$ cat config.mk
export PLATFORM = sky130hd
export DESIGN_NAME = ghash_msg_buffer
export DESIGN_NICKNAME = d
export VERILOG_FILES = /design/src/hw/ghash_pkg.sv /design/src/hw/ghash_msg_buffer.sv
export SDC_FILE = /design/constraint.sdc
export NUM_CORES = 1
export LEC_CHECK = 0
export BUFFER_PORTS_ARGS = -buffer_cell sky130_fd_sc_hd__buf_2
export CORE_AREA = 2 2 496 498
export CTS_CLUSTER_DIAMETER = 30
export DETAILED_ROUTE_END_ITERATION = 12
export DIE_AREA = 0 0 498 500
export GPL_TIMING_DRIVEN = 0
export SLEW_MARGIN = 10
export SYNTH_ARGS = -nofsm -noshare
export SYNTH_HDL_FRONTEND = slang
export SYNTH_SLANG_ARGS = --single-unit
$ cat constraint.sdc
create_clock -name i_clock -period 29.7 [get_ports i_clock]
set_input_delay 4.455 -clock i_clock [delete_from_list [all_inputs] [get_ports i_clock]]
set_output_delay 4.455 -clock i_clock [all_outputs]
set_load 0.02 [all_outputs]
$ cat src/hw/ghash_pkg.sv
package ghash_pkg;

    // drain geometry, fixed by the four-stage multiplier chain
    localparam int N_STAGES = 4;           // stages per drain, also buffer depth
    localparam int N_H_POW  = 8;           // key powers supplied, two per stage

    localparam int DEFAULT_NB_BLOCK = 128; // gcm block width

    // index of the multiplier stage that takes this cycle's operands
    typedef logic [1:0] stage_t;

    // missing tail words
    // 0 means a full set of four, any other value is the count present
    typedef logic [1:0] bubbles_t;

    // message buffer entry, 3 is the oldest
    typedef logic [1:0] buf_sel_t;

    // key-power pair k covers powers 2k and 2k+1
    typedef logic [1:0] pair_sel_t;

endpackage

$ cat src/hw/ghash_msg_buffer.sv
`timescale 1ns/100ps

module ghash_msg_buffer
#(
    parameter int NB_BLOCK = ghash_pkg::DEFAULT_NB_BLOCK
)
(
    input  logic                                        i_clock,
    input  logic                                        i_reset,
    input  logic                                        i_shift,
    input  logic [2*NB_BLOCK-1:0]                       i_data,
    output logic [ghash_pkg::N_STAGES*2*NB_BLOCK-1:0]   o_words
);

    import ghash_pkg::*;

    localparam int NB_DATA = 2*NB_BLOCK;

    logic [NB_DATA-1:0] buf_q [N_STAGES];  // entry 0 newest

    always_ff @(posedge i_clock)
    begin
        if (i_reset)
        begin
            for (int i = 0; i < N_STAGES; i++)
            begin
                buf_q[i] <= '0;
            end
        end
        else if (i_shift)
        begin
            buf_q[0] <= i_data;            // held word enters here
            for (int i = 1; i < N_STAGES; i++)
            begin
                buf_q[i] <= buf_q[i-1];    // older words move up
            end
        end
    end

    // flatten for the picker
    always_comb
    begin
        for (int i = 0; i < N_STAGES; i++)
        begin
            o_words[i*NB_DATA +: NB_DATA] = buf_q[i];
        end
    end

endmodule

Word-level counts from Yosys, hierarchy flattened
Memories as Yosys holds them, arrays and structs flattened.
Cells that the tools add are included.
- logic and storage cells: 14
- memories: 1
- register bits: 0
- bits in writable memories: 1024
- memory list (name ; depth ; width ; rd ports ; clocked after memory_dff ; write ports ; line ; RTL):
    buf_q ; 4 ; 256 ; 4 ; 0 ; 4 ; ghash_msg_buffer.sv:19 ; logic [NB_DATA-1:0] buf_q [N_STAGES];
- bitwise gates (word level): 4
- multiplexer cells: 9
- operators with widths (operator ; count):
    2-to-1 mux 256 bit ; 4
    2-to-1 mux 1 bit ; 5
    bitwise OR 1 bit ; 4

Depth between registers and ports, before layout
- depth after elaboration: 4
- mapped depth: 5

Worst setup path before layout
Ideal clock, no wire load.
- path kind: input to register
- start: input port i_reset
- end: memory buf_q[0][0] (netlist bit) (enable)
- buffers on the path: 3
- data arrival time: 16.871 ns
- path slack: 11.851 ns
- stages on the path: 4
- cells stage by stage: buf_6 -> buf_6 -> buf_6 -> or2_2
- RTL lines (element ; line ; RTL):
    from (decl) ; ghash_msg_buffer.sv:9 ; input logic i_reset,
    to (decl) ; ghash_msg_buffer.sv:19 ;

==> impl_metrics.csv <==
group,metric,value,unit
route,drt_wl_total,198000,µm
clocking,clkSlewWorstSetupHoldPaths,0.05,ns
die,fp.dieW,498,µm
timing,max_clock_freq,143,MHz
clocking,cts-resized-gates,0,
worst_setup_path,start_kind,"primary input",
die,io_pins,1283,
global_route,grt-ovfl-total,0,
synth,async_reset_ff_share,0,%
worst_setup_path,crit_chain,"buf_4 -> clkbuf_2 -> or2_4 -> buf_16 -> buf_16 -> buf_16 -> buf_16 -> buf_16",
synth,yosys.area_share.adder,0,%
timing,hold_viol_final,0,
synth,synth_top_area_cell,"edfxtp_1",
final_layout,largestRegisters,"buf_q x1024",
worst_hold_path,hold_path_class,"flop to flop",
clocking,clk_path_buf_depth,3,
synth,syn_area,40900,µm²
synth,synth_compound_area_share,0,%
final_layout,fillerInstances,25300,
clocking,ctsHoldBuffers,0,
route,dr_total_vias,28300,
global_route,grt_use_total,15.2,%
synth,synth_xor_area_share,0,%
final_layout,fin_nets,4077,
pwr,leakagePower,29.6,nW
timing,slew-limit-headroom,45.8,%
synth,synth-edff-count,1024,
timing,finalCritPeriodShare,23.5,%
worst_setup_path,critPathMaxFanout,61,
outcome,status,"complete, no violations",
route,vias_per_cell,3.90,
final_layout,stdcell_area,60400,µm²
final_layout,largest_register_ffs,1024,
die,start_util,16.7,%
route,antenna_left,0,
synth,synth_top_family_by_area,"simple AND/OR/NAND/NOR gates",
worst_setup_path,cp_common_cell,"buf_16",
route,drt_iter0_drc,2536,
timing,setup_viol,0,
placement,dpl_cell_area,51800,µm²
clocking,clk_latency,0.86,ns
die,num_rows,182,
global_route,grt_max_degree,66,
placement,portBuffers,1280,
timing,fin_skew,0.0943,ns
worst_setup_path,critical_path_arrival,7.48,ns
route,dr.pass1.iters,7,
clocking,htreeDepth,4,
worst_setup_path,crit_slowest_cell,"clkbuf_2",
synth,ys_top_cells_by_count,"and3b_1, edfxtp_1, buf_2",
synth,ys_seq_area_share,75.2,%
synth,synth_ff_type,"edfxtp_1",
final_layout,area_growth,47.8,%
synth,avgSynthCellArea,18.0,µm²
clocking,cts_setup_buffers,0,
pwr,power_density,81.9,nW/µm²
synth,synthMuxAreaShare,0,%
die,core,244000,µm²
global_route,grt_pass1_wl,257000,µm
synth,ys_types,8,
clocking,root_buffer,"clkbuf_16",
die,die_area,249000,µm²
timing,worst_pin_slew,0.813,ns
synth,yosys_warnings,0,
die,fp.dieH,500,µm
final_layout,top_register,"buf_q",
synth,synth_seq_cells,1024,
global_route,grt_pass1_vias,27700,
placement,hpwl,161000,µm
synth,syn-num-nets,2535,
synth,synth.area.top_cells,"edfxtp_1, and3b_1, buf_2",
timing,period_needed,6.98,ns
synth,synth-simple-area-share,22.0,%
route,drc_errors,0,
job,cap_violations,0,
timing,tns,0,ns
synth,yosysTopAreaCellShare,75.2,%
route,routedWlPerCell,27.3,µm
global_route,antenna_found_initial,65,
worst_setup_path,cp-end-kind,"flop",
pwr,ir_drop,0.0609,mV
synth,syn-instance-count,2276,
timing,drv_slew,0,
worst_setup_path,worstPathRequired,30.20,ns
timing,rsz0062_at_grt,"no",
clocking,cts_sinks,1024,
worst_setup_path,critical_path_class,"primary input to flop",
clocking,cts_tree,"built",
placement,gp_congestion,0.910,
final_layout,layout-drive-gt1-share,46.1,%
clocking,cts-buffers-inserted,241,
worst_setup_path,cpPeakStageDelay,0.39,ns
==> worst max-delay path, delay by kind of cell <==
kind | cells | cell delay, ns
buffers and inverters | 7 | 2.31
AND/OR/NAND/NOR | 1 | 0.37
==> report_power, final <==
part           total, W  internal, W  switching [W]
registers       0.00179      0.00170      0.0000899
logic          0.000426     0.000127       0.000299
clock network   0.00273      0.00182       0.000907
==> logic make-up (layout without fill, tap and decap cells) <==
kind of cell,Yosys count,count (layout)
buffers and inverters,227,1984
and+or+nand+nor,1025,1025
DFF,1024,1024
other,0,21
==> area by class of cell <==
type                       instances  area (µm²)  share of cell area, %
clock buffer                     259        6120                   10.1
sequential                      1024       30700                   50.9
tap                             3220        4030                   6.67
buffer                           227        1150                   1.90
multi-input combinational       1025        8980                   14.9
timing repair buffer            1299        6910                   11.4
antenna                           21        52.6                 0.0870
clock inverter                   199        2430                   4.02
==> final timing paths <==
path / slack (ns) / cells past startpoint / endpoint / startpoint
worst min-delay path: 0.53 / 1 / buf_q[0][954]$_SDFFCE_PN0P_ / buf_q[0][698]$_SDFFCE_PN0P_
worst min register to register: 0.53 / 1 / buf_q[0][954]$_SDFFCE_PN0P_ / buf_q[0][698]$_SDFFCE_PN0P_
worst max register to register: 28.42 / 1 / buf_q[0][912]$_SDFFCE_PN0P_ / buf_q[0][656]$_SDFFCE_PN0P_
worst max-delay path: 22.72 / 8 / buf_q[0][856]$_SDFFCE_PN0P_ / i_shift
==> layout by cell type (no fill, tap or decap), drive strengths merged <==
master	instances
clkinv	120
edfxtp	1024
clkbuf	341
or2	1
bufinv	38
diode	21
clkinvlp	33
buf	1444
and3b	1024
inv	8
==> routing by layer <==
layer | part of all wire [%] | global-route usage, %
met1 | 42 | 19.9
met2 | 46 | 24.0
met3 | 9.2 | 4.71
met4 | 2.7 | 4.78
met5 | 0 | 0
==> stage by stage <==
stage	setup WS, ns	hold WS [ns]	utilization, %	power [W]	instances
finish	22.72	0.526	24.7	0.00495	7274
global route	22.63	0.559	24.7	0.00510	7260
CTS	22.79	0.508	24.7	0.00501	7253
detailed placement	21.85	0.565	21.2	0.00225	6795
global placement	5.60	0.562	21.0	0.00229	6776
floorplan	11.85	0.714	-	0.00202	2276
Note: power is estimated with default switching activity, not from simulation.
