### src/hw/ghash_pkg.sv
package ghash_pkg;

    // drain geometry, fixed by the four-stage multiplier chain
    localparam int N_STAGES = 4;           // stages per drain, also buffer depth
    localparam int N_H_POW  = 8;           // key powers supplied, two per stage

    localparam int DEFAULT_NB_BLOCK = 128; // gcm block width

    // index of the multiplier stage that takes this cycle's operands
    typedef logic [1:0] stage_t;

    // missing tail words
    // 0 means a full set of four, any other value is the count present
    typedef logic [1:0] bubbles_t;

    // message buffer entry, 3 is the oldest
    typedef logic [1:0] buf_sel_t;

    // key-power pair k covers powers 2k and 2k+1
    typedef logic [1:0] pair_sel_t;

endpackage

### src/hw/ghash_tail_planner.sv
`timescale 1ns/100ps

module ghash_tail_planner
(
    input  logic                  i_valid,
    input  logic                  i_hold_msg,
    input  logic                  i_last_cycle,
    input  ghash_pkg::stage_t     i_stage,
    input  ghash_pkg::bubbles_t   i_msg_bubbles,
    output logic                  o_shift,
    output logic                  o_load,
    output logic                  o_use_input,
    output logic                  o_blank,
    output logic                  o_msg_present,
    output logic                  o_inject_feedback,
    output logic                  o_pair_present,
    output ghash_pkg::buf_sel_t   o_buf_sel,
    output ghash_pkg::pair_sel_t  o_pair_sel
);

    import ghash_pkg::*;

    logic [2:0] words_present;   // 1 to 4 tail words
    stage_t     first_stage;     // first stage fed from the buffer
    stage_t     stage_offset;    // distance from first_stage

    assign o_shift = i_valid & i_hold_msg;
    assign o_load  = i_valid;

    always_comb
    begin
        if (i_msg_bubbles == '0)
        begin
            words_present = 3'(N_STAGES);
        end
        else
        begin
            words_present = {1'b0, i_msg_bubbles};
        end
        first_stage  = stage_t'(N_STAGES - words_present);
        stage_offset = i_stage - first_stage;
    end

    // operand selection per stage
    always_comb
    begin
        o_use_input       = 1'b0;
        o_blank           = 1'b0;
        o_msg_present     = 1'b0;
        o_inject_feedback = 1'b0;
        o_pair_present    = 1'b0;
        o_buf_sel         = buf_sel_t'(N_STAGES - 1);
        o_pair_sel        = pair_sel_t'(N_STAGES - 1 - i_stage);  // descending powers

        if (!i_last_cycle)
        begin
            o_use_input    = 1'b1;                    // plain streaming
            o_msg_present  = 1'b1;
            o_pair_present = 1'b1;
        end
        else if (i_hold_msg)
        begin
            o_blank = 1'b1;                           // still collecting the tail
        end
        else
        begin
            o_inject_feedback = (i_stage == '0);      // fold running hash into stage 0
            if (i_stage >= first_stage)
            begin
                // oldest buffered word goes to the first busy stage
                o_buf_sel      = buf_sel_t'(N_STAGES - 1 - stage_offset);
                o_msg_present  = 1'b1;
                o_pair_present = 1'b1;
            end
            else if (i_stage == '0)
            begin
                o_pair_sel     = pair_sel_t'(words_present - 1);  // feedback only
                o_pair_present = 1'b1;
            end
        end
    end

endmodule

### config.mk
export PLATFORM = sky130hd
export DESIGN_NAME = ghash_tail_planner
export DESIGN_NICKNAME = d
export VERILOG_FILES = /design/src/hw/ghash_pkg.sv /design/src/hw/ghash_tail_planner.sv
export SDC_FILE = /design/constraint.sdc
export NUM_CORES = 1
export LEC_CHECK = 0
export BUFFER_PORTS_ARGS = -buffer_cell sky130_fd_sc_hd__buf_2
export CAP_MARGIN = 10
export CORE_AREA = 2 2 39 41
export DETAILED_ROUTE_END_ITERATION = 10
export DIE_AREA = 0 0 41 43
export PLACE_DENSITY = 0.5
export SLEW_MARGIN = 5
export SYNTH_ARGS = -nofsm -noshare
export SYNTH_HDL_FRONTEND = slang
export SYNTH_SLANG_ARGS = --single-unit
### constraint.sdc
create_clock -name vclk -period 1.89
set_input_delay 0.2835 -clock vclk [all_inputs]
set_output_delay 0.2835 -clock vclk [all_outputs]
set_load 0.005 [all_outputs]
# Yosys cells after proc, flatten, opt, wreduce, memory -nomap -nowiden
# Index checks and enable logic that the tools add are counted.
op_classes:
  reduce_logical: 2
  add_sub_neg: 5
  n_bitwise: 1
  magnitude_cmp: 1
  n_mux: 20
ops:
  columns: ["op", "count"]
  rows:
  - ["2-bit 2-to-1 mux", 8]
  - ["1-bit 2-to-1 mux", 12]
  - ["2-bit logical NOT", 2]
  - ["2-bit subtractor (first input constant)", 2]
  - ["2-bit >= comparator", 1]
  - ["1-bit by 2-bit subtractor with 2-bit output (first input constant)", 1]
  - ["2-bit by 1-bit subtractor with 2-bit output (second input constant)", 1]
  - ["2-bit subtractor", 1]
  - ["1-bit AND", 1]
totals:
  output_inout_bits: 11
  regBits: 0
  elab_cells: 29
  in_bits: 7

# Logic depth before layout (Yosys ltp)
logic_depth:
  depth_word: 8
  ltp_mapped: 8
  depth_no_buf: 8

# Worst setup path before layout
# No wires, ideal clock.
synth_timing:
  path_kind: "input to output"
  from: "in i_msg_bubbles[0]"
  to: "out o_buf_sel[1]"
  slack_ns: 0.059
  arrival_time_ns: 1.547
  t_required_ns: 1.607
  path_buffers: 0
  cell_stages: 8
  path_cell_list: "inv_1 > ha_1 > nor2b_1 > ha_1 > inv_1 > fa_1 > a21oi_2 > nand3b_1"
synth_via:
  elab_chain_len: 8
  word_cells_on_any_way: 9
  cone_classes: "3 x add/sub; 1 x order compare; 4 x mux; 1 x reduce/logical"
synth_lines:
  columns: ["element", "line_no", "text"]
  rows:
  - ["from (decl)", "ghash_tail_planner.sv:9", "input ghash_pkg::bubbles_t i_msg_bubbles,"]
  - ["2-bit logical NOT", "ghash_tail_planner.sv:32", "if (i_msg_bubbles == '0)"]
  - ["2-bit 2-to-1 mux *", "ghash_tail_planner.sv:32", null]
  - ["1-bit by 2-bit subtractor with 2-bit output *", "ghash_tail_planner.sv:40", "first_stage = stage_t'(N_STAGES - words_present);"]
  - ["2-bit subtractor", "ghash_tail_planner.sv:41", "stage_offset = i_stage - first_stage;"]
  - ["2-bit subtractor", "ghash_tail_planner.sv:71", "o_buf_sel = buf_sel_t'(N_STAGES - 1 - stage_offset);"]
  - ["2-bit 2-to-1 mux *", "ghash_tail_planner.sv:68", "if (i_stage >= first_stage)"]
  - ["2-bit 2-to-1 mux *", "ghash_tail_planner.sv:61", "else if (i_hold_msg)"]
  - ["2-bit 2-to-1 mux *", "ghash_tail_planner.sv:55", "if (!i_last_cycle)"]
  - ["to (decl)", "ghash_tail_planner.sv:17", "output ghash_pkg::buf_sel_t o_buf_sel,"]
# Every way passes the cells marked *; elsewhere a longest branch is shown, timed or not.

# Worst setup path after layout
layout_timing:
  from: "in i_msg_bubbles[1]"
  to: "out o_pair_sel[0]"
layout_via:
  elab_chain_len: 7
  word_cells_on_any_way: 9
  cone_classes: "2 x add/sub; 1 x order compare; 5 x mux; 1 x reduce/logical"
layout_lines:
  columns: ["element", "line_no", "text"]
  rows:
  - ["2-bit logical NOT", "ghash_tail_planner.sv:32", null]
  - ["2-bit 2-to-1 mux *", "ghash_tail_planner.sv:32", null]
  - ["1-bit by 2-bit subtractor with 2-bit output or 2-bit by 1-bit subtractor with 2-bit output (tied branches)", "ghash_tail_planner.sv:40, ghash_tail_planner.sv:77", null]
  - ["2-bit >= comparator or 2-bit 2-to-1 mux (tied branches)", "ghash_tail_planner.sv:68, ghash_tail_planner.sv:75", null]
  - ["2-bit 2-to-1 mux *", "ghash_tail_planner.sv:68", null]
  - ["2-bit 2-to-1 mux *", "ghash_tail_planner.sv:61", null]
  - ["2-bit 2-to-1 mux *", "ghash_tail_planner.sv:55", null]
  - ["to (decl)", "ghash_tail_planner.sv:18", "output ghash_pkg::pair_sel_t o_pair_sel"]
# Marked as above.

==> impl_metrics.csv <==
group,metric,value,unit
timing,period_minus_slack,1.90,ns
yosys,avgSynthCellArea,7.84,um2
yosys,synth_area,204,um2
outcome,violations,"setup timing",
clocking,holdBufCountCts,0,
global_routing,grt_remaining_overflow,0,
timing,slew_headroom,0.881,
job,max_cap_viol_count,0,
timing,timing.final.ws_setup,-0.0149,ns
placed_design,dpl-instance-area,314,um2
yosys,synth_common_cells,"7 x inv_1, 3 x ha_1, 2 x and2_1, 2 x nand3b_1, 2 x o21ai_0",
placed_design,place_ws,-0.236,ns
yosys,synthAdderAreaFrac,0.282,
detailed_routing,drcViolationCount,0,
final_layout,drive_above_1_share,0.711,
final_layout,antenna_cells,0,
timing,grt_setup_unrepaired,"yes",
yosys,synth-xor-area-share,0,
worst_setup_path,critPathLaunchType,"input port",
timing,finalSetupViolations,1,
timing,maxClockFrequency,525,MHz
yosys,yosys.cell_types.count,15,
timing,finalCritPeriodShare,1.01,
placed_design,hpwlAfterDp,419,um
power_and_ir_drop,p_leak,0.182,nW
detailed_routing,drt-total-wl,546,um
min_path,hold_path_class,"in2out",
floorplan,start_util,0.147,
power_and_ir_drop,peakVddDrop,82.1,uV
global_routing,grt_pass1_vias,226,
placed_design,port_buffers,18,
yosys,yosys_warnings,0,
floorplan,rows,14,
global_routing,grt_use_total,0.0681,
worst_setup_path,cp-end-kind,"output port",
final_layout,syn_to_final_growth,87.7,%
timing,tns,-0.0149,ns
yosys,synth_most_common_cell,"inv_1",
final_layout,final_cell_area,383,um2
yosys,synthSimpleGateAreaFrac,0.307,
timing,worst_pin_slew,0.178,ns
worst_setup_path,critical_path_class,"in2out",
placed_design,gp_congestion,0.722,
worst_setup_path,critPathArrivalTime,1.62,ns
floorplan,die_x,41,um
power_and_ir_drop,finalPower,0.0000914,W
final_layout,clock_buffers,0,
global_routing,grt_pass1_wl,903,um
detailed_routing,drtIter0Drc,2,
yosys,yosysSeqAreaShare,0,
yosys,postSynthCellCount,26,
yosys,synthTopCellsByArea,"ha_1 18%, inv_1 13%, fa_1 9.8%, a41oi_2 8.0%, nand3b_1 7.4%",
yosys,synth.top_cell.area_share,0.184,
yosys,synth_top_family_by_area,"simple AND/OR/NAND/NOR gates",
timing,hold_viol,0,
yosys,muxShareOfSynthArea,0,
yosys,synth_nets,37,
global_routing,antenna_found_initial,0,
final_layout,nFillCells,155,
timing,maxSlewViolCount,0,
detailed_routing,viasPerCell,4.03,
outcome,outcome,"complete, but fails checks",
global_routing,grt_start_max_net_pins,8,
detailed_routing,ant_nets,0,
final_layout,nNetsFinal,58,
final_layout,ff_latch_area,0,um2
floorplan,core,0.00138,mm2
worst_setup_path,cp_max_fo,5,
detailed_routing,post_drt_wl_per_cell,8.95,um
floorplan,fp.dieArea,0.00176,mm2
floorplan,die_h,43,um
yosys,synth_top_area_cell,"ha_1",
final_layout,seq_cell_count,0,
detailed_routing,vias,246,
yosys,synth-compound-area-share,0.245,
worst_setup_path,required,1.61,ns
power_and_ir_drop,power_per_cell_area,239,mW/mm2
floorplan,io_pins,18,
detailed_routing,first_pass_iters,4,
final timing paths:
check / from / endpoint / slack, ns / cells past startpoint
worst max-delay path: i_msg_bubbles[1] / o_pair_sel[0] / -0.01 / 10
worst min-delay path: i_valid / o_load / 0.74 / 2
through the flow:
stage / std cells / hold slack [ns] / utilization
final: 61 / 0.744 / 0.277
after global routing: 61 / 0.778 / 0.277
after CTS: 61 / 0.747 / 0.269
after detailed placement: 60 / 0.747 / 0.227
after global placement: 60 / 0.744 / 0.227
after floorplan: 26 / 0.586 / -
routing by layer:
metal  wire length, um  GRT usage  vias up
li1                  -          -      123
met5                 0          0        -
met2               281      0.128       13
met4                 0          0        0
met3                53    0.00524        0
met1               211     0.0828      110
critical path: stages:
cell,delay [ns]
buf_6,0.07
inv_2,0.03
ha_4,0.15
nor2b_4,0.13
ha_4,0.13
inv_2,0.03
fa_2,0.36
a21oi_4,0.18
a41oi_2,0.12
buf_2,0.14
layout make-up:
cell class	count	area (um2)	area share
inverters	7	28.8	0.0752
well taps	16	20.0	0.0523
repair buffers	20	121	0.317
multi-input cells	18	213	0.556
power breakdown:
| group | leakage [nW] | switching, W | total (W) | internal [W] |
|---|---|---|---|---|
| combinational | 0.182 | 0.0000427 | 0.0000914 | 0.0000488 |
| sequential | 0 | 0 | 0 | 0 |
| clock | 0 | 0 | 0 | 0 |
kinds of logic after synthesis:
| logic type | count (synthesis) |
|---|---|
| buf+inv | 8 |
| fa+ha+maj | 4 |
| simple gates | 8 |
| compound gates | 6 |
repair_timing:
item                       CTS  global route
pin swaps                    5             3
cloned                       0             0
buffers inserted             1             0
resized for setup           14             1
setup endpoints to repair    5             5
layout by cell type (no fill, tap or decap), types with 2 or more instances in the layout:
cell type  instances
o21ai_0            2
buf_2             16
buf_4              2
and2_1             2
inv_2              2
ha_4               2
inv_1              4
nand3b_1           2
No activity file was read; power rests on OpenSTA's default activity.
